===== src/include/scan_consts.svh =====
/*
 * Global constants for the 48-channel pulse-timing readout.
 * Include in any package or module that needs channel counts,
 * datapath widths or the configuration register location.
 */
`ifndef SCAN_CONSTS_SVH
`define SCAN_CONSTS_SVH

// Channel organisation
`define SCAN_NUM_CHANNELS 48
`define SCAN_GROUP_SIZE   16
`define SCAN_NUM_GROUPS   3

// Datapath widths
`define SCAN_CH_W         6
`define SCAN_WORD_W       32
`define SCAN_ADDR_W       8
`define SCAN_FIELD_W      16

// Configuration register
// bits 5..0 start channel, 13..8 max channel, 16 increment
`define SCAN_CFG_ADDR     8'hC2
`define SCAN_CFG_RESET    32'h00012F00

`endif


===== src/rtl/scanTypesPkg.sv =====
/*
 * Types shared by the scan datapath: channel numbers, the decoded
 * sequencer configuration, the per-channel result word and the
 * channel measurement states.
 */
`include "scan_consts.svh"

package scanTypesPkg;

    typedef logic [`SCAN_CH_W-1:0] chanNum_t;

    // Decoded fields of the configuration register
    typedef struct packed {
        chanNum_t startChan;
        chanNum_t maxChan;
        logic     incr;
    } scanCfg_t;

    // Width in the upper half, pulse count in the lower half
    typedef struct packed {
        logic [`SCAN_FIELD_W-1:0] lastWidth;
        logic [`SCAN_FIELD_W-1:0] pulseCount;
    } chanResult_t;

    typedef enum logic {
        IDLE_LOW,
        IN_PULSE
    } measState_e;

endpackage


===== src/rtl/pulseChannel.sv =====
/*
 * One readout channel. The input is registered once, the length of
 * each high pulse is counted in clock cycles (saturating), and on the
 * falling edge the width and a wrapping pulse count are published in
 * the result word.
 */
`timescale 1ns/1ns
`include "scan_consts.svh"

module pulseChannel
    import scanTypesPkg::*;
(
    input  logic        next,
    input  logic        rstN,
    input  logic        din,
    output chanResult_t chanResult
);

    measState_e               state;
    logic                     dinReg;
    logic [`SCAN_FIELD_W-1:0] widthCnt;

    always_ff @(posedge next) begin
        if (!rstN) begin
            dinReg <= 1'b0;
        end else begin
            dinReg <= din;
        end
    end

    //------------------------------------------------------------
    // Pulse measurement FSM
    //------------------------------------------------------------
    always_ff @(posedge next) begin
        if (!rstN) begin
            state      <= IDLE_LOW;
            widthCnt   <= '0;
            chanResult <= '0;
        end else begin
            case (state)
                IDLE_LOW: begin
                    if (dinReg) begin
                        state    <= IN_PULSE;
                        widthCnt <= {{(`SCAN_FIELD_W-1){1'b0}}, 1'b1};
                    end
                end
                IN_PULSE: begin
                    if (dinReg) begin
                        // Stick at full scale on very long pulses
                        if (widthCnt != '1) begin
                            widthCnt <= widthCnt + 1'b1;
                        end
                    end else begin
                        state                 <= IDLE_LOW;
                        chanResult.lastWidth  <= widthCnt;
                        chanResult.pulseCount <= chanResult.pulseCount + 1'b1;
                    end
                end
                default: state <= IDLE_LOW;
            endcase
        end
    end

endmodule


===== config.mk =====
export PLATFORM = sky130hd
export DESIGN_NAME = pulseChannel
export DESIGN_NICKNAME = d
export VERILOG_FILES = /design/src/rtl/scanTypesPkg.sv /design/src/rtl/pulseChannel.sv
export VERILOG_INCLUDE_DIRS = /design/src /design/src/include
export SDC_FILE = /design/constraint.sdc
export NUM_CORES = 1
export LEC_CHECK = 0
export BUFFER_PORTS_ARGS = -buffer_cell sky130_fd_sc_hd__buf_2
export CORE_MARGIN = 3
export CORE_UTILIZATION = 40
export CTS_CLUSTER_DIAMETER = 100
export DETAILED_ROUTE_END_ITERATION = 6
export PLACE_DENSITY_LB_ADDON = 0.25
export RECOVER_POWER = 50
export SKIP_LAST_GASP = 1
export SYNTH_ARGS = -nofsm -noshare
export SYNTH_HDL_FRONTEND = slang
export SYNTH_SLANG_ARGS = --single-unit

===== constraint.sdc =====
create_clock -name next -period 3.6 [get_ports next]
set_input_delay 0.36 -clock next [delete_from_list [all_inputs] [get_ports next]]
set_output_delay 0.36 -clock next [all_outputs]
set_load 0.05 [all_outputs]

=== Word level (Yosys, flattened, before mapping) ===
Cells that the tools add are included.

* Add/subtract/negate cells: 2
* Multipliers: 0
* Divide/modulo/power cells: 0
* Magnitude comparators: 0
* Equality and inequality tests: 4
* Shifts and indexed selects: 0
* Muxes and demuxes: 5
* Bitwise gates (word level): 2
* Reductions and logical operators: 2

{| class="wikitable"
|+ Operators with widths
! kind !! number
|-
| $mux 16 || 3
|-
| $add 16x1->16 const B || 2
|-
| $pmux 16 s2 || 1
|-
| $ne 16x16->1 const B || 1
|-
| $ne 2x1->1 const B || 2
|-
| $reduce_and 3->1 || 1
|-
| $ne 2x2->1 const B || 1
|-
| $not 1->1 || 2
|-
| $reduce_and 2->1 || 1
|-
| $mux 1 || 1
|}

* Register bits after elaboration: 50
* Latch bits: 0
* Memory bits (writable): 0
* Memory bits (read-only): 0
* Output and inout bits: 32
* Word-level logic and storage cells: 20
* Memories kept: 0

=== Longest topological paths before layout ===
Gate-level depths: netlist of the first run.

* Depth in word-level cells: 4
* Depth in mapped cells: 6
* Mapped depth without buffers: 5

=== Worst setup path after synthesis of the first run ===
No wires, ideal clock.

* Path kind: flip-flop to flip-flop
* Start: register chanResult[0] (netlist bit)
* End: register chanResult[14] (netlist bit)
* Library setup time: 0.072 ns
* Arrival: 1.779 ns
* Required time: 3.528 ns
* Path slack: 1.749 ns
* Stages on the path, launching flop included: 5
* Buffers on the path: 0
* Period minus slack after synthesis: 1.851 ns
* Path through: dfxtp_1 > ha_1 > nand4b_1 > nor4_1 > mux2i_1

* Cells in the longest elaborated chain, start to end: 1

{| class="wikitable"
|+ Ends and longest elaborated chain
! what !! line !! RTL
|-
| from (decl) || pulseChannel.sv:16 || <nowiki>output chanResult_t chanResult</nowiki>
|-
| $add 16x1->16 || pulseChannel.sv:56 || <nowiki>chanResult.pulseCount <= chanResult.pulseCount + 1'b1;</nowiki>
|}

No other way between the ends.
A chain may end at the register's enable or synchronous reset.

==> results.cfg, run 1 <==
[run_status]
outcome = completed

[critical_path]
crit_fanout = 37
worstSetupStartpointType = input pin
critical_path_data_arrival_time_ns = 2.33
critical_path_required_ns = 3.78
critical_path_class = in2reg
timing.critical_path.to_type = register

[finish]
fillers = 589
finalInstanceArea_sq_um = 2599
nNetsFinal = 306
layout-drive-gt1-share_pct = 4.967
regArea_sq_um = 1001
multiInputGateArea_sq_um = 1235
final-instance-count-excl-fill = 374
final_util_pct = 46.62
num_antenna_cells = 0
layout_area_growth_over_synthesis_pct = 11.55

[grt]
number_of_antenna_violations_at_the_first_check_in_global_routing = 0
grt_busiest_layer = met2
grt_util_met3_pct = 4.447
met1_grt_util_pct = 23.97
grt_first_pass_wirelength_microns = 9363
grt.met2_usage_pct = 26.36
grt_start_max_net_pins = 38
global_route.usage.total_pct = 17.74
first_global_vias = 1974
grt.overflow.total = 0

[sta]
max_freq_mhz = 463.8
report.final.slew_viol_count = 0
finClkSkew_ns = 0.008699
setup_viol_count_final = 0
worst-slew-pin-transition_ns = 1.154
maxSlewHeadroom_pct = 22.96
rsz_0062_raised_after_global_routing = no
final-hold-violation-count = 0
final.period_utilization_pct = 59.89
final_setup_tns_ns = 0
finalCriticalPeriod_ns = 2.156

[power]
powerDensity_nw_per_um2 = 391.8
power_mw = 1.018
cellLeakagePower_nw = 0.8346
ir_drop_mv = 0.2462

[clock_network]
cts_buffer_depth = 2
path_clk_slew_ns = 0.09
cts.repair_timing.setup_buffer_count = 0
total_clock_sinks = 50
worst_skew_pair.late_latency_ns = 0.31
cts-resized-gates = 0
cts_root_buf = sky130_fd_sc_hd__clkbuf_8
cts_tree = done
cts_inserted_buffers = 5
ctsHtreeMaxLevel = 2
cts_hold_buffers = 0

[yosys]
syn_area_sq_um = 2330
synth_ff_type = sky130_fd_sc_hd__dfxtp_1
ys.warnings.count = 0
synth.net_count = 280
post_synth_num_cell_types = 47
synth.top_cells.by_count = sky130_fd_sc_hd__dfxtp_1, sky130_fd_sc_hd__nand2_1, sky130_fd_sc_hd__a21oi_1
synth_most_common_cell = sky130_fd_sc_hd__dfxtp_1
ys_top_cells_by_area = sky130_fd_sc_hd__dfxtp_1, sky130_fd_sc_hd__nand2_1, sky130_fd_sc_hd__a21oi_1
synth_sequential_area_ratio_pct = 42.96
number_of_instances_in_the_synthesized_netlist = 275
postSynthRegisterBits = 50
synth_top_cell_by_area = sky130_fd_sc_hd__dfxtp_1
number_of_synthesized_flops_with_an_enable_pin = 0
post_synth.cell_area_avg_sq_um = 8.472
area_fraction_of_the_dominant_cell_type_after_synthesis_pct = 42.96
async_reset_ff_share_pct = 0

[drt]
routedWlPerCell_microns = 14.75
first_iter_violations = 167
detail_route.wirelength_microns = 5517
remaining_drc_errors = 0
via_per_inst = 5.628
via_count = 2105
detailedRoute.firstPassIterationCount = 4
final_antenna_net_count = 0

[floorplanning]
fp.coreArea_sq_um = 5574
die_x_microns = 82.32
ios = 35
dieHeight_microns = 82.32
dieArea_sq_um = 6776
placementRows = 27
initial_core_util_pct = 41.80

[worst_hold_path]
worst_hold_path_type = in2reg

[place]
place_congestion = 0.9345
hpwlAfterDp_microns = 3769
number_of_port_buffers = 34
dp.cells = 366
placedInstanceArea_sq_um = 2522

[flow_run]
cap_viol_max_count = 0
## layout by cell type, fill, tap and decap left out, types with 2 or more instances in the layout
cell,instances
sky130_fd_sc_hd__ha_1,2
sky130_fd_sc_hd__nor2b_1,2
sky130_fd_sc_hd__nor4_1,2
sky130_fd_sc_hd__a21o_1,4
sky130_fd_sc_hd__o21a_1,3
sky130_fd_sc_hd__and4b_1,2
sky130_fd_sc_hd__o31ai_1,2
sky130_fd_sc_hd__xnor2_1,3
sky130_fd_sc_hd__a31oi_1,8
sky130_fd_sc_hd__nand4b_1,2
sky130_fd_sc_hd__and4_1,4
sky130_fd_sc_hd__or4_1,3
sky130_fd_sc_hd__and3_1,6
sky130_fd_sc_hd__o21ai_0,6
sky130_fd_sc_hd__nand2_1,49
sky130_fd_sc_hd__inv_1,3
sky130_fd_sc_hd__dfxtp_1,50
sky130_fd_sc_hd__nand4_1,12
sky130_fd_sc_hd__o211ai_1,2
sky130_fd_sc_hd__mux2i_1,4
sky130_fd_sc_hd__a21oi_1,25
sky130_fd_sc_hd__nand2b_1,2
sky130_fd_sc_hd__clkbuf_1,33
sky130_fd_sc_hd__nand3_1,10
sky130_fd_sc_hd__nor3_1,3
sky130_fd_sc_hd__or3_1,2
sky130_fd_sc_hd__clkbuf_8,6
sky130_fd_sc_hd__a41oi_1,8
sky130_fd_sc_hd__nor2_1,15
sky130_fd_sc_hd__and2_1,6
sky130_fd_sc_hd__xor2_1,6
sky130_fd_sc_hd__a211oi_1,3
## cell families after synthesis
kind of cell | share of synthesized area, %
fa+ha+maj | 1.074
flops | 42.96
compound gates | 18.85
simple gates | 28.14
mux | 1.719
buf+inv | 3.866
xor+xnor | 3.384
## routing by layer
| layer | vias up | wire length [microns] |
|---|---|---|
| li1 | 1062 | - |
| met1 | 982 | 2635 |
| met2 | 55 | 2472 |
| met3 | 6 | 322 |
| met4 | 0 | 86 |
| met5 | - | 0 |
## worst max-delay path, stage by stage
cell and delay [ns]:
sky130_fd_sc_hd__clkbuf_1 0.29, sky130_fd_sc_hd__inv_1 0.95, sky130_fd_sc_hd__nor2_1 0.13, sky130_fd_sc_hd__a21oi_1 0.43, sky130_fd_sc_hd__a31oi_1 0.15
## metrics by stage
step | hold slack (ns) | setup WS [ns]
6_report | 0.2755 | 1.444
5_1_grt | 0.2704 | 1.166
4_1_cts | 0.2658 | 1.664
2_1_floorplan | 0.4478 | 1.749
3_3_place_gp | 0.4410 | 1.654
3_5_place_dp | 0.4484 | 1.662
## final timing paths
kind	slack, ns	end	cells past startpoint	start
setup / recovery	1.44	widthCnt[5]	5	rstN
hold / removal	0.28	dinReg	2	din
setup reg to reg	1.62	chanResult[15]	4	state
hold reg to reg	0.46	chanResult[21]	2	chanResult[21]
## registers in the layout, indices dropped and copies added (netlist names)
name and cells:
widthCnt 16, chanResult 32, state 1, dinReg 1
## final cells by class
| cell class | instances | share of cell area, % |
|---|---|---|
| Inverter | 4 | 0.5778 |
| Clock buffer | 6 | 3.178 |
| Clock inverter | 2 | 1.493 |
| Multi-Input combinational cell | 205 | 47.52 |
| Sequential cell | 50 | 38.52 |
| Tap cell | 72 | 3.467 |
| Timing Repair Buffer | 35 | 5.248 |
## report_power, final
part	leakage, nW	switching [mW]	internal (mW)
Sequential	0.403	0.00727	0.555
Clock	0.0618	0.193	0.229
Combinational	0.369	0.0256	0.00874
Total	0.835	0.225	0.793
(Power assumes the default switching activity.)
==> run 2: changes to the inputs <==
==> constraint.sdc (replaced) <==
create_clock -name next -period 1.7 [get_ports next]
set_input_delay 0.17 -clock next [delete_from_list [all_inputs] [get_ports next]]
set_output_delay 0.17 -clock next [all_outputs]
set_load 0.05 [all_outputs]
==> run 2 against run 1 <==
Compared with the run above:
- global-route usage rose by 0.72 points
- highest routed layer unchanged
- clock power rose by 72%
- via count rose by 5.1%
- critical endpoint is now widthCnt[12]
- combinational power rose to 3.0 times the previous value
- cell count rose by 6.4%
==> results.cfg, run 2 (synthesized netlist as in run 1, its figures left out) <==
[sta]
maxSlewHeadroom_pct = 57.56
final-hold-violation-count = 0
finClkSkew_ns = 0.006798
final.period_utilization_pct = 93.85
finalHoldWorstSlack_ns = 0.06668
worst-slew-pin-transition_ns = 0.6394
report.final.slew_viol_count = 0
finalCriticalPeriod_ns = 1.595
setup_viol_count_final = 0
rsz_0062_raised_after_global_routing = no
max_freq_mhz = 626.8
final_setup_tns_ns = 0

[power]
power.switching_mw = 0.4743
ir_drop_mv = 0.2894
pwr-share-comb_pct = 5.2
cellLeakagePower_nw = 0.9444
share_clk_of_total_power_pct = 36.1
powerDensity_nw_per_um2 = 720.5
seq_power_share_pct = 58.7
internal_power_mw = 1.538
p_sw_share_pct = 23.57

[clock_network]
total_clock_sinks = 50
path_clk_slew_ns = 0.09
cts_buffer_depth = 2
cts_root_buf = sky130_fd_sc_hd__clkbuf_8
cts_tree = done
cts_hold_buffers = 0
worst_skew_pair.late_latency_ns = 0.30
ctsHtreeMaxLevel = 2
cts_inserted_buffers = 5

[floorplanning]
fp.coreArea_sq_um = 5574
dieArea_sq_um = 6776
initial_core_util_pct = 41.80
ios = 35
die_x_microns = 82.32
dieHeight_microns = 82.32
placementRows = 27

[drt]
detail_route.wirelength_microns = 5921
via_per_inst = 5.560
final_antenna_net_count = 0
remaining_drc_errors = 0
first_iter_violations = 150
via_count = 2213
detailedRoute.firstPassIterationCount = 4
routedWlPerCell_microns = 14.88

[finish]
num_antenna_cells = 0
layout_commonest_cell = sky130_fd_sc_hd__nand2_1
largest_register = chanResult
final_cell_mix = sky130_fd_sc_hd__nand2_1, sky130_fd_sc_hd__dfxtp_1, sky130_fd_sc_hd__clkbuf_1, sky130_fd_sc_hd__a21oi_1, sky130_fd_sc_hd__buf_4
multiInputGateArea_sq_um = 1252
max_ffs_per_register = 32
regArea_sq_um = 1013
layout_area_growth_over_synthesis_pct = 19.87
fillers = 556
reg_top3 = chanResult (32), widthCnt (16)
nNetsFinal = 330
layout-drive-gt1-share_pct = 16.87

[place]
number_of_port_buffers = 34
place_congestion = 0.9268
hpwlAfterDp_microns = 4379

[grt]
grt_first_pass_wirelength_microns = 9763
grt.overflow.total = 0
global_route.usage.total_pct = 18.46
number_of_antenna_violations_at_the_first_check_in_global_routing = 0
first_global_vias = 1943
grt_start_max_net_pins = 37

[critical_path]
delay_of_the_slowest_critical_path_stage_ns = 0.37
critical_path_data_arrival_time_ns = 1.78
timing.critical_path.to_type = register
crit_fanout = 5
timing.critical_path.slowest_stage_cell = sky130_fd_sc_hd__dfxtp_2
ordered_cell_list_for_the_critical_path = ha_2, and3_1, buf_4, a41oi_1, a211oi_1, mux2i_1
cell_class_contributing_the_biggest_share_of_worst_path_delay = compound AO/OA/AOI/OAI gates
critical_path_class = reg2reg
worstSetupStartpointType = register
worst-path-buf-inv = 1
critical_path_required_ns = 1.88

[flow_run]
cap_viol_max_count = 0

[worst_hold_path]
worst_hold_path_type = in2reg

[run_status]
outcome = completed
==> run 2: per-stage QoR <==
| stage | utilization [%] | setup slack, ns | instances | cell area [sq um] | power [mW] |
|---|---|---|---|---|---|
| final | 50.10 | 0.1046 | 398 | 2793 | 2.012 |
| after global routing | 50.10 | 0.008276 | 398 | 2793 | 2.077 |
| after CTS | 50.53 | 0.03691 | 397 | 2816 | 2.032 |
| after detailed placement | 48.78 | 0.009175 | 389 | 2719 | 1.314 |
| after global placement | 48.78 | 0.01485 | 389 | 2719 | 1.315 |
| after floorplan | - | 0.09497 | 275 | 2341 | 1.275 |
==> run 2: power by group through the flow <==
stage / combinational (mW) / clock, mW / sequential, mW
6_report: 0.104 / 0.726 / 1.18
5_1_grt: 0.116 / 0.779 / 1.18
4_1_cts: 0.106 / 0.745 / 1.18
3_5_place_dp: 0.105 / 0 / 1.21
3_3_place_gp: 0.106 / 0 / 1.21
2_1_floorplan: 0.0586 / 0 / 1.22
==> run 2: final timing paths <==
path | startpoint | endpoint | slack [ns] | depth (start not counted)
setup reg to reg | widthCnt[1] | widthCnt[12] | 0.10 | 6
setup / recovery | widthCnt[1] | widthCnt[12] | 0.10 | 6
hold reg to reg | chanResult[25] | chanResult[25] | 0.46 | 2
hold / removal | din | dinReg | 0.07 | 2
==> run 2: worst register-to-register path, delay by kind of cell (launching register included) <==
family	cells	cell delay (ns)
and+or+nand+nor	1	0.21
buffers and inverters	1	0.15
AOI/OAI and AO/OA	2	0.41
DFF	1	0.37
muxes	1	0.11
adders and majority gates	1	0.21
==> run 2: what timing repair did <==
item,in CTS,in global routing
buffers inserted,0,1
pin swaps,0,2
gates resized for setup,1,4
endpoints found under the setup margin,1,11
==> run 2: layer usage <==
layer | up-vias | wire length (microns) | track usage [%]
met2 | 68 | 2706 | 29.17
li1 | 1103 | - | -
met1 | 1036 | 2721 | 25.65
met3 | 6 | 432 | 3.471
met4 | 0 | 59 | 4.983
met5 | - | 0 | 0
==> run 2: final cells by class <==
type	instances	area share (%)
Multi-Input combinational cell	205	44.85
Sequential cell	50	36.29
Timing Repair Buffer	59	11.69
Tap cell	72	3.226
Clock buffer	6	2.957
Inverter	4	0.5376
Clock inverter	2	0.4480
==> run 3: changes to the inputs <==
==> constraint.sdc (replaced) <==
create_clock -name next -period 2 [get_ports next]
set_input_delay 0.2 -clock next [delete_from_list [all_inputs] [get_ports next]]
set_output_delay 0.2 -clock next [all_outputs]
set_load 0.05 [all_outputs]
==> run 3 against run 2 <==
Compared with the run above:
- register-to-register slack improved by 0.11 ns
- non-clock buffer count fell by 14
- combinational power fell by 28%
- sequential share of layout area rose by 1.5 points
- global-route usage fell by 0.55 points
- sequential power fell by 14%
- cell area fell by 5.2%
- core utilization fell by 2.6 points
- flip-flop and latch count did not move
- first-iteration DRC count rose by 10%
- clock skew rose by 0.0036 ns
==> results.cfg, run 3 (synthesized netlist as in run 1, its figures left out) <==
[floorplanning]
initial_core_util_pct = 41.80
dieHeight_microns = 82.32
fp.coreArea_sq_um = 5574
ios = 35
dieArea_sq_um = 6776
placementRows = 27
die_x_microns = 82.32

[sta]
final_setup_tns_ns = 0
finalCriticalPeriod_ns = 1.780
maxSlewHeadroom_pct = 57.44
max_freq_mhz = 561.6
report.final.slew_viol_count = 0
setup_viol_count_final = 0
final.period_utilization_pct = 89.02
postLayoutSetupSlackWorst_ns = 0.2195
final-hold-violation-count = 0
worst-slew-pin-transition_ns = 0.6384
rsz_0062_raised_after_global_routing = no
finClkSkew_ns = 0.01038

[grt]
number_of_antenna_violations_at_the_first_check_in_global_routing = 0
grt_start_max_net_pins = 20
grt.overflow.total = 0
grt_first_pass_wirelength_microns = 9377
first_global_vias = 1888
global_route.usage.total_pct = 17.91

[clock_network]
cts_root_buf = sky130_fd_sc_hd__clkbuf_8
cts.repair_timing.setup_buffer_count = 0
cts_buffer_depth = 2
cts-resized-gates = 0
path_clk_slew_ns = 0.09
cts_inserted_buffers = 5
worst_skew_pair.late_latency_ns = 0.30
cts_hold_buffers = 0
total_clock_sinks = 50
cts_tree = done
ctsHtreeMaxLevel = 2

[finish]
nNetsFinal = 316
max_ffs_per_register = 32
layout-drive-gt1-share_pct = 8.333
layout_area_growth_over_synthesis_pct = 13.69
layout_commonest_cell = sky130_fd_sc_hd__dfxtp_1
num_antenna_cells = 0
reg_top3 = chanResult (32), widthCnt (16)
final_cell_mix = sky130_fd_sc_hd__dfxtp_1, sky130_fd_sc_hd__nand2_1, sky130_fd_sc_hd__clkbuf_1, sky130_fd_sc_hd__a21oi_1, sky130_fd_sc_hd__nor2_1
largest_register = chanResult

[power]
ir_drop_mv = 0.2855
cellLeakagePower_nw = 0.8658
powerDensity_nw_per_um2 = 640.8

[place]
number_of_port_buffers = 34
detailedPlace.worstSlack_ns = 0.2604
place_congestion = 0.9095
hpwlAfterDp_microns = 4001

[drt]
final_antenna_net_count = 0
route.top_layer_used = met4
wirelength_met1_microns = 2718
first_iter_violations = 165
routedWlPerCell_microns = 14.54
dr_wl_met2_microns = 2454
remaining_drc_errors = 0
wl_met3_microns = 361
detailedRoute.firstPassIterationCount = 4
via_count = 2125
detail_route.wirelength_microns = 5582
via_per_inst = 5.534

[critical_path]
critical_path_class = reg2reg
worstSetupStartpointType = register
r2r_setup_slack_ns = 0.22
ordered_cell_list_for_the_critical_path = ha_1, and3_1, nand4_1, a41oi_1, a31oi_1
timing.critical_path.slowest_stage_cell = sky130_fd_sc_hd__dfxtp_1
timing.critical_path.to_type = register
crit_fanout = 7
critical_path_required_ns = 2.17
critical_path_data_arrival_time_ns = 1.95
worst-path-buf-inv = 0
delay_of_the_slowest_critical_path_stage_ns = 0.41
cell_class_contributing_the_biggest_share_of_worst_path_delay = simple AND/OR/NAND/NOR gates

[flow_run]
cap_viol_max_count = 0

[worst_hold_path]
worst_hold_path_type = in2reg

[run_status]
outcome = completed
[run 3: layout make-up]
class,instances,area (sq um)
sequential,50,1001
clock buffer,6,82.58
fill,588,2925
clock inverter,2,12.51
tap,72,90.09
multi-input combinational,205,1239
inverter,4,15.01
timing repair buffer,45,209.0
[run 3: worst paths after layout]
check             depth (start not counted)            from             end
setup / recovery                          5     widthCnt[0]    widthCnt[14]
hold / removal                            2             din          dinReg
setup reg to reg                          5     widthCnt[0]    widthCnt[14]
hold reg to reg                           2  chanResult[22]  chanResult[22]
[run 3: per-layer routing]
layer	vias up	global-route usage, %
met5	-	0
met4	0	5.482
met3	4	3.688
met2	70	27.00
met1	970	25.48
li1	1081	-
[run 3: report_power, final]
| part | internal (mW) | switching (mW) | total (mW) |
|---|---|---|---|
| clock network | 0.279 | 0.336 | 0.614 |
| registers | 1.00 | 0.00901 | 1.01 |
| logic | 0.0226 | 0.0520 | 0.0746 |
| total | 1.30 | 0.397 | 1.70 |
[run 3: metrics by stage]
stage / power [mW] / hold slack (ns) / cells / cell area [sq um] / util [%]
floorplan: 1.084 / 0.3273 / 275 / 2330 / -
global placement: 1.109 / 0.4171 / 376 / 2597 / 46.60
detailed placement: 1.108 / 0.4186 / 376 / 2597 / 46.60
CTS: 1.718 / 0.1056 / 384 / 2693 / 48.31
global route: 1.766 / 0.1081 / 384 / 2649 / 47.52
finish: 1.697 / 0.1111 / 384 / 2649 / 47.52
