### src/include/scan_consts.svh
/*
 * Global constants for the 48-channel pulse-timing readout.
 * Include in any package or module that needs channel counts,
 * datapath widths or the configuration register location.
 */
`ifndef SCAN_CONSTS_SVH
`define SCAN_CONSTS_SVH

// Channel organisation
`define SCAN_NUM_CHANNELS 48
`define SCAN_GROUP_SIZE   16
`define SCAN_NUM_GROUPS   3

// Datapath widths
`define SCAN_CH_W         6
`define SCAN_WORD_W       32
`define SCAN_ADDR_W       8
`define SCAN_FIELD_W      16

// Configuration register
// bits 5..0 start channel, 13..8 max channel, 16 increment
`define SCAN_CFG_ADDR     8'hC2
`define SCAN_CFG_RESET    32'h00012F00

`endif

### src/rtl/scanTypesPkg.sv
/*
 * Types shared by the scan datapath: channel numbers, the decoded
 * sequencer configuration, the per-channel result word and the
 * channel measurement states.
 */
`include "scan_consts.svh"

package scanTypesPkg;

    typedef logic [`SCAN_CH_W-1:0] chanNum_t;

    // Decoded fields of the configuration register
    typedef struct packed {
        chanNum_t startChan;
        chanNum_t maxChan;
        logic     incr;
    } scanCfg_t;

    // Width in the upper half, pulse count in the lower half
    typedef struct packed {
        logic [`SCAN_FIELD_W-1:0] lastWidth;
        logic [`SCAN_FIELD_W-1:0] pulseCount;
    } chanResult_t;

    typedef enum logic {
        IDLE_LOW,
        IN_PULSE
    } measState_e;

endpackage

### src/rtl/resultMux.sv
/*
 * Registered two-level selection of one channel's result word.
 * Stage one picks a word from each group of 16 using the low channel
 * bits; stage two picks the group using the upper bits, which are
 * carried alongside. Result lags the channel number by two cycles.
 */
`timescale 1ns/1ns
`include "scan_consts.svh"

module resultMux
    import scanTypesPkg::*;
(
    input  logic                                     next,
    input  logic                                     rstN,
    input  chanResult_t [`SCAN_NUM_CHANNELS-1:0]     chanResults,
    input  chanNum_t                                 chanNum,
    output chanResult_t                              result
);

    localparam int GROUP_SEL_W = `SCAN_CH_W - 4;

    chanResult_t [`SCAN_NUM_GROUPS-1:0] groupWord;
    logic [GROUP_SEL_W-1:0]             groupSel;
    logic [3:0]                         memberSel;

    assign memberSel = chanNum[3:0];

    //------------------------------------------------------------
    // Stage one: 16-to-1 within each group
    //------------------------------------------------------------
    always_ff @(posedge next) begin
        if (!rstN) begin
            groupWord <= '0;
            groupSel  <= '0;
        end else begin
            for (int g = 0; g < `SCAN_NUM_GROUPS; g++) begin
                groupWord[g] <= chanResults[g * `SCAN_GROUP_SIZE + int'(memberSel)];
            end
            groupSel <= chanNum[`SCAN_CH_W-1 -: GROUP_SEL_W];
        end
    end

    //------------------------------------------------------------
    // Stage two: 3-to-1 across groups
    //------------------------------------------------------------
    always_ff @(posedge next) begin
        if (!rstN) begin
            result <= '0;
        end else begin
            case (groupSel)
                2'd0:    result <= groupWord[0];
                2'd1:    result <= groupWord[1];
                2'd2:    result <= groupWord[2];
                default: result <= '0;
            endcase
        end
    end

    // Channel numbers above 47 would address a missing fourth group
    groupSelValid: assert property (
        @(posedge next) disable iff (!rstN) groupSel != 2'd3
    );

endmodule

### config.mk
export PLATFORM = sky130hd
export DESIGN_NAME = resultMux
export DESIGN_NICKNAME = d
export VERILOG_FILES = /design/src/rtl/scanTypesPkg.sv /design/src/rtl/resultMux.sv
export VERILOG_INCLUDE_DIRS = /design/src /design/src/include
export SDC_FILE = /design/constraint.sdc
export NUM_CORES = 1
export LEC_CHECK = 0
export BUFFER_PORTS_ARGS = -buffer_cell sky130_fd_sc_hd__clkbuf_2
export CAP_MARGIN = 40
export CORE_AREA = 3 3 621 623
export DETAILED_ROUTE_END_ITERATION = 8
export DIE_AREA = 0 0 624 626
export PLACE_DENSITY = 0.3
export RECOVER_POWER = 50
export SYNTH_ARGS = -nofsm -noshare
export SYNTH_HDL_FRONTEND = slang
export SYNTH_SLANG_ARGS = --single-unit
### constraint.sdc
create_clock -name next -period 2 [get_ports next]
set_input_delay 0.1 -clock next [delete_from_list [all_inputs] [get_ports next]]
set_output_delay 0.1 -clock next [all_outputs]
set_load 0.05 [all_outputs]
Word level (Yosys, flattened, before mapping):

Cells that the tools add are included.
W data, S select, Z words.

* output and inout port bits: 32
* memory bits (writable): 0
* bits of input ports: 1544
* bits in read-only memories: 0
* bits in latches: 0
* memories kept: 0
* flip-flop bits (word level): 130

* multiply operators: 0
* eq/ne operators: 2
* shifts and indexed selects: 0
* $add $sub $neg: 2
* reduce and logical (&&, ||, !) cells: 1
* $lt $le $gt $ge: 3
* mux-type cells: 9
* div/mod/pow operators: 0
* bitwise gates (word level): 0

Operator list (count)
* $bmux W32 S6: 2
* $mux W32: 5
* $bmux W32 S4: 1
* $pmux W32 S3: 1
* $add A6 B4 Y7 const A: 1
* $lt A4 B7 Y1 const B: 1
* $lt A6 B7 Y1 const B: 1
* $lt A7 B7 Y1 const B: 1
* $add A5 B4 Y6 const A: 1
* $eq A2 B1 Y1 const B: 1
* $eq A2 B2 Y1 const B: 1
* $logic_not A2 Y1: 1

Longest topological paths before layout:

Gate-level depths: netlist of the first run.

* depth after elaboration: 4
* depth in mapped cells: 8
* mapped depth without buffers: 4

Worst setup path before layout of the first run:

No wires, ideal clock.

* path type: input port to flip-flop
* start point: input chanNum[0]
* end point: register groupWord[36] (netlist name)
* data required time: 1872 ps
* data arrival time: 1185 ps
* buffers on the path: 2
* setup time: 128 ps
* path slack: 688 ps
* stages on the path: 5
* cells stage by stage: buf_4 > buf_2 > mux4_2 > o21ai_1 > o21ai_1

* cells in the longest elaborated chain, start to end: 4

RTL lines
* start: declaration: RTL line resultMux.sv:16 `input chanNum_t chanNum,`
* $add A5 B4 Y6: RTL line resultMux.sv:37 `` groupWord[g] <= chanResults[g * `SCAN_GROUP_SIZE + int'(memberSel)]; ``
* $bmux W32 S6: RTL line resultMux.sv:37
* $mux W32 (2 in series): RTL line resultMux.sv:37
* end signal: indexed assignment: RTL line resultMux.sv:37
* end: declaration: RTL line resultMux.sv:22 `` chanResult_t [`SCAN_NUM_GROUPS-1:0] groupWord; ``

No other way between the ends. The select of a mux whose other input is x is not followed.
A chain may end at the register's enable or synchronous reset.

Worst setup path after layout of the first run:

* start point: input chanNum[0]
* end point: register groupWord[91] (netlist name)

* cells in the longest elaborated chain, start to end: 4

RTL lines (RTL line)
* $add A6 B4 Y7: resultMux.sv:37
* $bmux W32 S6: resultMux.sv:37
* $mux W32 (2 in series): resultMux.sv:37

No other way between the ends. The select of a mux whose other input is x is not followed.

==> results.py, run 1 <==
metrics = {
    "run_status": {
        "status": "complete, but fails checks",
        "failed_checks": "setup timing",
    },
    "die": {
        "coreArea_sq_mm": 0.381,
        "start_util_pct": 4.40,
        "pin_count": 1576,
        "fp.dieH_um": 626,
        "row_count": 227,
        "die-area_sq_mm": 0.391,
        "floorplan.die.width_um": 624,
    },
    "grt": {
        "grt_pass1_wl_mm": 284,
        "antenna_found_initial": 132,
        "grt_usage_pct": 11.2,
        "first_global_vias": 26900,
        "overflow": 0,
        "grt_max_degree": 76,
    },
    "pwr": {
        "powerDensity_mw_per_mm2": 411,
        "pwr-share-clk_pct": 28.7,
        "power.leakage_nw": 17.7,
        "combPwrFrac_pct": 50.7,
        "total_switching_power_mw": 6.37,
        "seq_power_share_pct": 20.5,
        "p_int_mw": 9.03,
        "ir_drop_v": 0.000404,
        "swShare_pct": 41.3,
    },
    "synthesis": {
        "yosys_warnings": 0,
        "synth_area_per_cell_sq_um": 9.05,
        "synth_mux_area_share_pct": 48.1,
        "synth-simple-area-share_pct": 5.92,
        "synthAdderAreaFrac_pct": 0,
        "synthCells": 1856,
        "synth-main-ff-cell": "dfxtp_1",
        "yosysTopAreaCell": "mux2i_1",
        "synth-xor-area-share_pct": 0,
        "synth_area_sq_mm": 0.0168,
        "synth_common_cells": "mux2i_1 (746), a22oi_1 (330), nand2_1 (198)",
        "yosysMostFrequentCell": "mux2i_1",
        "synthesis.nets": 3400,
        "synth_top_family_by_area": "multiplexers",
        "synth.distinct_cells": 21,
        "synth_seq_area_share_pct": 15.5,
        "synth_edf_count": 0,
        "synthArstFlopShare_pct": 0,
        "ys_top_cells_by_area": "mux2i_1 (44%), dfxtp_1 (16%), a22oi_1 (15%)",
        "synth_compound_area_share_pct": 22.3,
        "synth_seq_cells": 130,
        "yosys.area.top_type_share_pct": 44.5,
    },
    "setup_path": {
        "critPathMaxFanout": 46,
        "timing.rr.start": "groupSel[0]$_SDFF_PN0_",
        "arrival_ns": 2.49,
        "crit_path_start_kind": "input pin",
        "end_kind": "flop",
        "r2r_setup_slack_ns": 0.14,
        "r2r-end": "result[13]$_SDFF_PN0_",
        "critical_path_required_ns": 2.43,
        "critPathKind": "input pin to flop",
        "r2r_cells": 5,
    },
    "clocking": {
        "clk_pin_slew_ns": 0.08,
        "htree_levels": 4,
        "cts_tree": "done",
        "cts_buffer_depth": 3,
        "clock_sinks": 130,
        "cts-buffers-inserted": 21,
        "cts-root-buf": "clkbuf_16",
        "post-cts-setup-buffer-count": 0,
        "clkLatencyLatePin_ns": 0.57,
    },
    "sta": {
        "maxClockFrequency_mhz": 486,
        "max-slew-margin-rel_pct": 51.5,
        "skew_ns": 0.0211,
        "maxSlewViolCount": 0,
        "hold_violations": 0,
        "period_minus_slack_ns": 2.06,
        "setup_viol": 3,
        "worst_slew_pin_slew_ns": 0.727,
        "fin_ws_ns": -0.0585,
        "worst_hold_slack_ns": 0.0649,
        "fin_crit_sh_pct": 103,
        "rsz0062_at_grt": "yes",
    },
    "drt": {
        "vias": 24900,
        "antenna_left": 0,
        "first_pass_iters": 5,
        "wl_mm": 230,
        "drc": 0,
        "wl_per_cell_um": 25.5,
        "routed_via_density": 2.76,
        "first_iter_violations": 1180,
    },
    "placed_design": {
        "dp_hpwl_mm": 203,
        "gp_congestion": 0.898,
        "pre_cts_ws_ns": -0.355,
        "numPortBuffers": 1575,
    },
    "hold_path": {
        "worst_hold_path.endpoint": "groupWord[33]$_SDFF_PN0_",
        "hp-class": "input pin to flop",
        "min-delay-start": "chanResults[577]",
        "whs_path_depth": 5,
    },
    "layout": {
        "syn_to_final_growth_pct": 123,
        "nFillCells": 44500,
        "drive_gt1_share_pct": 50.2,
        "fin_nets": 5495,
    },
    "flow_run": {
        "cap_violations": 0,
    },
}
-- layout make-up --
type / count / area, sq um / share of cell area [%]
diodes: 32 / 80.1 / 0.213
clock buffers: 23 / 553 / 1.47
clock inverters: 9 / 125 / 0.333
inverters: 1 / 3.75 / 0.0100
multi-input cells: 1523 / 12900 / 34.3
flip-flops and latches: 130 / 2610 / 6.96
well taps: 5038 / 6300 / 16.8
repair buffers: 2274 / 15000 / 39.9
-- power groups by stage --
stage / clock network (mW) / logic, mW / registers (mW)
after detailed placement: 0 / 7.29 / 3.31
final: 4.42 / 7.82 / 3.16
after global placement: 0 / 7.32 / 3.33
after floorplan: 0 / 2.56 / 3.14
after global routing: 4.98 / 8.49 / 3.24
after CTS: 5.05 / 8.09 / 3.25
-- logic make-up (layout without fill, tap and decap cells) --
logic type      Yosys count  after routing
compound gates          512            512
flops                   130            130
buf+inv                 203           2307
mux                     773            773
simple gates            238            238
other cells               0             32
-- flip-flops by register name, summed over array words and instances, names as in the netlist --
| signal | cells |
|---|---|
| groupSel | 2 |
| result | 32 |
| groupWord | 96 |
-- per-layer routing --
metal | global-route usage, % | up-vias | part of all wire (%)
met3 | 2.59 | 270 | 6.0
met4 | 2.43 | 56 | 2.3
met2 | 19.5 | 1134 | 49
met5 | 0 | - | 0.16
li1 | - | 11500 | -
met1 | 14.0 | 12000 | 43
-- critical path, stage by stage --
cell           delay (ns)
buf_8                0.13
buf_12               0.24
buf_16               0.32
mux2i_1              0.23
dlygate4sd3_1        0.57
a22oi_1              0.06
dlygate4sd3_1        0.56
nand2_1              0.07
o22ai_1              0.08
-- worst max-delay path by stage --
stage / startpoint / to / cells after the start
final: chanNum[0] / groupWord[91]$_SDFF_PN0_ / 9
after global routing: chanNum[0] / groupWord[84]$_SDFF_PN0_ / 9
after CTS: chanNum[0] / groupWord[3]$_SDFF_PN0_ / 9
after detailed placement: chanNum[0] / groupWord[39]$_SDFF_PN0_ / 9
after global placement: chanNum[0] / groupWord[35]$_SDFF_PN0_ / 8
after floorplan: chanNum[0] / groupWord[36]$_SDFF_PN0_ / 5
-- placed cells by master (no fill, tap or decap), types with 34 or more instances in the layout --
cell type | Yosys | final
clkbuf_2 | 0 | 1571
mux2i_1 | 746 | 743
dlygate4sd3_1 | 0 | 384
a22oi_1 | 330 | 330
buf_4 | 37 | 245
nand2_1 | 198 | 197
dfxtp_1 | 130 | 128
o22ai_1 | 69 | 69
buf_12 | 2 | 60
o21ai_1 | 54 | 54
and2_1 | 35 | 34
-- what timing repair did --
action / 4_1_cts / 5_1_grt
endpoints found under the setup margin: 3 / 15
hold buffers: 384 / 0
hold endpoints to repair: 69 / 0
resized for setup: 3 / 11
cloned: 0 / 1
-- metrics by stage --
stage	utilization [%]	total power, mW	cells	setup TNS, ns	cell area, sq um
global placement	8.60	10.6	8579	-6.36	32800
CTS	9.79	16.4	8997	0	37400
global route	9.83	16.7	9015	-0.290	37500
floorplan	-	5.69	1856	0	16800
detailed placement	8.61	10.6	8581	-5.37	32800
finish	9.84	15.4	9030	-0.118	37500
Note: power is estimated with default switching activity, not from simulation.
==> run 2: changes to the inputs <==
--- a/config.mk
+++ b/config.mk
@@ -8,9 +8,9 @@
 export LEC_CHECK = 0
 export BUFFER_PORTS_ARGS = -buffer_cell sky130_fd_sc_hd__clkbuf_2
 export CAP_MARGIN = 40
-export CORE_AREA = 3 3 621 623
+export CORE_AREA = 2 2 613 615
 export DETAILED_ROUTE_END_ITERATION = 8
-export DIE_AREA = 0 0 624 626
+export DIE_AREA = 0 0 615 617
 export PLACE_DENSITY = 0.3
 export RECOVER_POWER = 50
 export SYNTH_ARGS = -nofsm -noshare
==> constraint.sdc (replaced) <==
create_clock -name next -period 1.9 [get_ports next]
set_input_delay 0.095 -clock next [delete_from_list [all_inputs] [get_ports next]]
set_output_delay 0.095 -clock next [all_outputs]
set_load 0.05 [all_outputs]
==> results.py, run 2 (same netlist as run 1, synthesis figures left out) <==
metrics = {
    "layout": {
        "post_layout_nonfiller_instances": 8857,
        "final_common_cell": "clkbuf_2",
        "final_cell_mix": "clkbuf_2 (1573), mux2i_1 (742), a22oi_1 (330)",
        "regMostFlops": "groupWord",
        "top_regs": "groupWord: 96 flops, result: 32 flops, groupSel: 2 flops",
        "fin_nets": 5376,
        "drive_gt1_share_pct": 52.9,
        "syn_to_final_growth_pct": 116,
        "largest_reg_flops": 96,
    },
    "grt": {
        "antenna_found_initial": 154,
        "overflow": 0,
        "grt_usage_pct": 12.3,
        "first_global_vias": 26200,
        "grt_pass1_wl_mm": 297,
        "grt_max_degree": 40,
    },
    "hold_path": {
        "hp-class": "input pin to flop",
    },
    "setup_path": {
        "slowest_delay_ns": 0.55,
        "worst_path_most_repeated_cell": "buf_12",
        "cp_cell_sequence": "buf_8, buf_12, buf_12, buf_16, buf_4, mux2i_1, dlygate4sd3_1, a22oi_1, nand2_1, o22ai_1",
        "critPathKind": "input pin to flop",
        "cp_slowest_cell": "dlygate4sd3_1",
        "end_kind": "flop",
        "arrival_ns": 2.31,
        "critical_path_required_ns": 2.39,
        "critPathMaxFanout": 21,
        "crit_path_start_kind": "input pin",
    },
    "clocking": {
        "clk_pin_slew_ns": 0.07,
        "cts_tree": "done",
        "cts_buffer_depth": 3,
        "cts-buffers-inserted": 25,
        "htree_levels": 4,
        "clkLatencyLatePin_ns": 0.58,
        "cts-root-buf": "clkbuf_16",
        "clock_sinks": 130,
    },
    "placed_design": {
        "dp.cells": 8578,
        "dp_hpwl_mm": 218,
        "numPortBuffers": 1575,
        "gp_congestion": 0.927,
    },
    "drt": {
        "first_iter_violations": 1309,
        "first_pass_iters": 5,
        "routed_via_density": 2.75,
        "wl_mm": 243,
        "antenna_left": 0,
        "wl_per_cell_um": 27.4,
        "drc": 0,
        "vias": 24300,
    },
    "sta": {
        "max-slew-margin-rel_pct": 44.5,
        "worst_hold_slack_ns": 0.0430,
        "maxClockFrequency_mhz": 550,
        "setup_viol": 0,
        "skew_ns": 0.0294,
        "rsz0062_at_grt": "yes",
        "worst_slew_pin_slew_ns": 0.832,
        "period_minus_slack_ns": 1.82,
        "hold_violations": 0,
        "maxSlewViolCount": 0,
        "fin_crit_sh_pct": 95.8,
    },
    "die": {
        "die-area_sq_mm": 0.379,
        "row_count": 225,
        "floorplan.die.width_um": 615,
        "fp.dieH_um": 617,
        "coreArea_sq_mm": 0.374,
        "start_util_pct": 4.49,
        "pin_count": 1576,
    },
    "pwr": {
        "power.leakage_nw": 17.3,
        "ir_drop_v": 0.000312,
        "powerDensity_mw_per_mm2": 444,
    },
    "run_status": {
        "status": "finished, final reports clean",
    },
    "flow_run": {
        "cap_violations": 0,
    },
}
run 2: repair_timing:
action                                 4_1_cts  5_1_grt
pin swaps                                    0        0
resized for setup                            3        2
hold buffers                               220        0
setup endpoints to repair                    2        9
setup buffers                                0        0
cloned                                       0        1
endpoints found under the hold margin       46        0
run 2: per-layer routing:
layer	up-vias	global-route usage [%]	share of wire (%)
li1	11200	-	-
met1	11700	14.3	40
met2	1112	22.3	51
met3	267	3.66	7.0
met4	64	2.01	2.0
met5	-	0	0.17
run 2: critical path, delay by kind of cell:
kind | cells | cell delay (ns)
multiplexers | 1 | 0.08
AO/OA/AOI/OAI | 2 | 0.34
buffers and inverters | 6 | 1.56
AND/OR/NAND/NOR | 1 | 0.08
run 2: area by class of cell:
class / count / area, sq um
clock buffer: 29 / 681
tap: 4994 / 6250
multi-input combinational: 1523 / 12900
timing repair buffer: 2151 / 13700
fill: 43800 / 337000
clock inverter: 4 / 20.0
sequential: 130 / 2610
antenna: 25 / 62.6
inverter: 1 / 3.75
run 2: final timing paths:
path	endpoint	cells past startpoint	startpoint	slack (ns)
worst max-delay path	groupWord[62]$_SDFF_PN0_	10	chanNum[0]	0.08
worst min-delay path	groupWord[52]$_SDFF_PN0_	5	chanResults[660]	0.04
worst max register to register	result[6]$_SDFF_PN0_	6	groupSel[0]$_SDFF_PN0_	0.17
worst min register to register	result[18]$_SDFF_PN0_	3	groupWord[82]$_SDFF_PN0_	0.56
run 2: where the power goes:
part	switching [mW]	internal [mW]
Combinational	4.37	3.78
Clock	2.11	2.52
Sequential	0.287	3.00
run 2: per-stage QoR:
step	cell area, sq um	total power, mW	setup TNS, ns	worst slack (ns)	util, %
6_report	36200	16.1	0	0.0805	9.69
5_1_grt	36200	17.3	-0.0768	-0.0288	9.68
3_5_place_dp	33200	11.5	-12.32	-0.518	8.88
2_1_floorplan	16800	5.99	0	0.593	-
3_3_place_gp	33200	11.5	-13.81	-0.627	8.87
4_1_cts	36100	17.0	0	0.000101	9.67
==> run 3: changes to the inputs <==
--- a/config.mk
+++ b/config.mk
@@ -8,9 +8,9 @@
 export LEC_CHECK = 0
 export BUFFER_PORTS_ARGS = -buffer_cell sky130_fd_sc_hd__clkbuf_2
 export CAP_MARGIN = 40
-export CORE_AREA = 2 2 613 615
+export CORE_AREA = 2 2 620 622
 export DETAILED_ROUTE_END_ITERATION = 8
-export DIE_AREA = 0 0 615 617
+export DIE_AREA = 0 0 622 624
 export PLACE_DENSITY = 0.3
 export RECOVER_POWER = 50
 export SYNTH_ARGS = -nofsm -noshare
==> constraint.sdc (replaced) <==
create_clock -name next -period 1.5 [get_ports next]
set_input_delay 0.075 -clock next [delete_from_list [all_inputs] [get_ports next]]
set_output_delay 0.075 -clock next [all_outputs]
set_load 0.05 [all_outputs]
==> results.py, run 3 (same netlist as run 1, synthesis figures left out) <==
metrics = {
    "clocking": {
        "cts-buffers-inserted": 21,
        "clkLatencyLatePin_ns": 0.58,
        "htree_levels": 4,
        "clk_pin_slew_ns": 0.07,
        "cts-root-buf": "clkbuf_16",
        "cts_buffer_depth": 3,
        "cts_tree": "done",
        "clock_sinks": 130,
    },
    "sta": {
        "period_minus_slack_ns": 1.66,
        "rsz0062_at_grt": "yes",
        "fin_ws_ns": -0.158,
        "worst_slew_pin_slew_ns": 0.688,
        "max-slew-margin-rel_pct": 54.1,
        "skew_ns": 0.0264,
        "fin_crit_sh_pct": 111,
        "maxClockFrequency_mhz": 603,
        "setup_viol": 55,
        "hold_violations": 0,
        "tns_ns": -2.41,
        "maxSlewViolCount": 0,
    },
    "flow_run": {
        "cap_violations": 0,
    },
    "setup_path": {
        "timing.rr.start": "groupSel[0]$_SDFF_PN0_",
        "r2r_setup_slack_ns": -0.07,
        "end_kind": "flop",
        "r2r-end": "result[18]$_SDFF_PN0_",
        "critPathLaunch": "chanNum[1]",
        "r2r_cells": 6,
        "critical_path_required_ns": 1.92,
        "critPathMaxFanout": 17,
        "crit_end": "groupWord[86]$_SDFF_PN0_",
        "critPathKind": "input pin to flop",
        "crit_path_start_kind": "input pin",
        "arrival_ns": 2.08,
    },
    "pwr": {
        "p_int_mw": 12.7,
        "power.leakage_nw": 19.0,
        "powerDensity_mw_per_mm2": 536,
        "ir_drop_v": 0.000544,
        "total_switching_power_mw": 8.87,
        "swShare_pct": 41.1,
        "pwr-share-clk_pct": 28.1,
        "power_mw": 21.6,
        "seq_power_share_pct": 19.4,
        "combPwrFrac_pct": 52.5,
    },
    "layout": {
        "final_common_cell": "clkbuf_2",
        "largest_reg_flops": 96,
        "drive_gt1_share_pct": 51.4,
        "top_regs": "groupWord: 96 flops, result: 32 flops, groupSel: 2 flops",
        "fin_nets": 5727,
        "regMostFlops": "groupWord",
        "final_area_sq_mm": 0.0403,
        "final_cell_mix": "clkbuf_2 (1571), mux2i_1 (725), dlygate4sd3_1 (503)",
        "syn_to_final_growth_pct": 140,
    },
    "die": {
        "die-area_sq_mm": 0.388,
        "pin_count": 1576,
        "fp.dieH_um": 624,
        "start_util_pct": 4.40,
        "row_count": 227,
        "floorplan.die.width_um": 622,
        "coreArea_sq_mm": 0.381,
    },
    "grt": {
        "grt_usage_pct": 11.2,
        "grt_max_degree": 44,
        "grt_pass1_wl_mm": 284,
        "first_global_vias": 28500,
        "antenna_found_initial": 114,
        "overflow": 0,
    },
    "drt": {
        "vias": 25800,
        "wl_mm": 226,
        "first_pass_iters": 5,
        "drc": 0,
        "wl_per_cell_um": 24.4,
        "antenna_left": 0,
        "first_iter_violations": 1037,
        "routed_via_density": 2.78,
    },
    "placed_design": {
        "pre_cts_ws_ns": -0.964,
        "dp_hpwl_mm": 200,
        "dpl_cell_area_sq_mm": 0.0337,
        "gp_congestion": 0.948,
        "numPortBuffers": 1575,
    },
    "run_status": {
        "failed_checks": "setup timing",
        "status": "complete, but fails checks",
    },
    "hold_path": {
        "hp-class": "input pin to flop",
    },
}
-- run 3: cell types whose count changed in the layout (fill, tap and decap cells not counted), sizes merged --
cell,before,now
dlygate4sd3,220,503
buf,357,420
diode,25,36
clkbuf,1603,1609
bufinv,0,3
clkinvlp,0,2
clkinv,4,3
inv,1,0
-- run 3: cell type report --
| type | instances | area, sq um |
|---|---|---|
| timing repair buffer | 2506 | 17400 |
| fill | 44400 | 341000 |
| clock buffer | 26 | 594 |
| tap | 5038 | 6300 |
| clock inverter | 7 | 115 |
| antenna | 36 | 90.1 |
| multi-input combinational | 1523 | 13200 |
| inverter | 1 | 3.75 |
| sequential | 130 | 2610 |
-- run 3: timing repair --
| action | in CTS | in global routing |
|---|---|---|
| hold buffers | 503 | 0 |
| pin swaps | 5 | 1 |
| endpoints found under the hold margin | 66 | 0 |
| resized for setup | 140 | 44 |
| buffers inserted | 19 | 7 |
| endpoints found under the setup margin | 52 | 51 |
| gates cloned | 2 | 1 |
-- run 3: metrics by stage --
stage / instances / hold slack (ns) / util, %
global placement: 8675 / 0.396 / 8.83
detailed placement: 8679 / 0.390 / 8.84
floorplan: 1856 / 0.202 / -
global route: 9250 / 0.0379 / 10.6
CTS: 9230 / 0.000429 / 10.5
finish: 9267 / 0.0675 / 10.6
-- run 3: worst min path at each step --
| stage | depth (start not counted) | slack [ns] | from | to |
|---|---|---|---|---|
| floorplan | 1 | 0.20 | chanNum[4] | groupSel[0]$_SDFF_PN0_ |
| global placement | 2 | 0.40 | chanNum[4] | groupSel[0]$_SDFF_PN0_ |
| detailed placement | 2 | 0.39 | chanNum[4] | groupSel[0]$_SDFF_PN0_ |
| CTS | 5 | 0.0004 | chanResults[195] | groupWord[3]$_SDFF_PN0_ |
| global route | 4 | 0.04 | chanResults[220] | groupWord[28]$_SDFF_PN0_ |
| finish | 5 | 0.07 | chanResults[538] | groupWord[58]$_SDFF_PN0_ |
-- run 3: critical path, stage by stage --
cell      delay, ns
clkbuf_2       0.20
nor2b_4        0.24
buf_8          0.25
clkbuf_2       0.45
buf_12         0.22
a22oi_1        0.09
nand2_1        0.27
o22ai_1        0.14
-- run 3: power groups by stage --
stage / logic [mW] / clock network (mW) / registers, mW
floorplan: 3.41 / 0 / 4.18
finish: 11.3 / 6.06 / 4.19
global route: 12.2 / 6.77 / 4.26
global placement: 10.2 / 0 / 4.34
detailed placement: 10.2 / 0 / 4.33
CTS: 11.7 / 6.85 / 4.28
-- run 3: layer usage --
metal	up-vias	part of all wire, %	global-route usage, %
met5	-	0.15	0
met2	1032	50	20.0
met4	52	2.1	2.11
li1	11900	-	-
met3	239	5.7	2.46
met1	12500	42	13.6
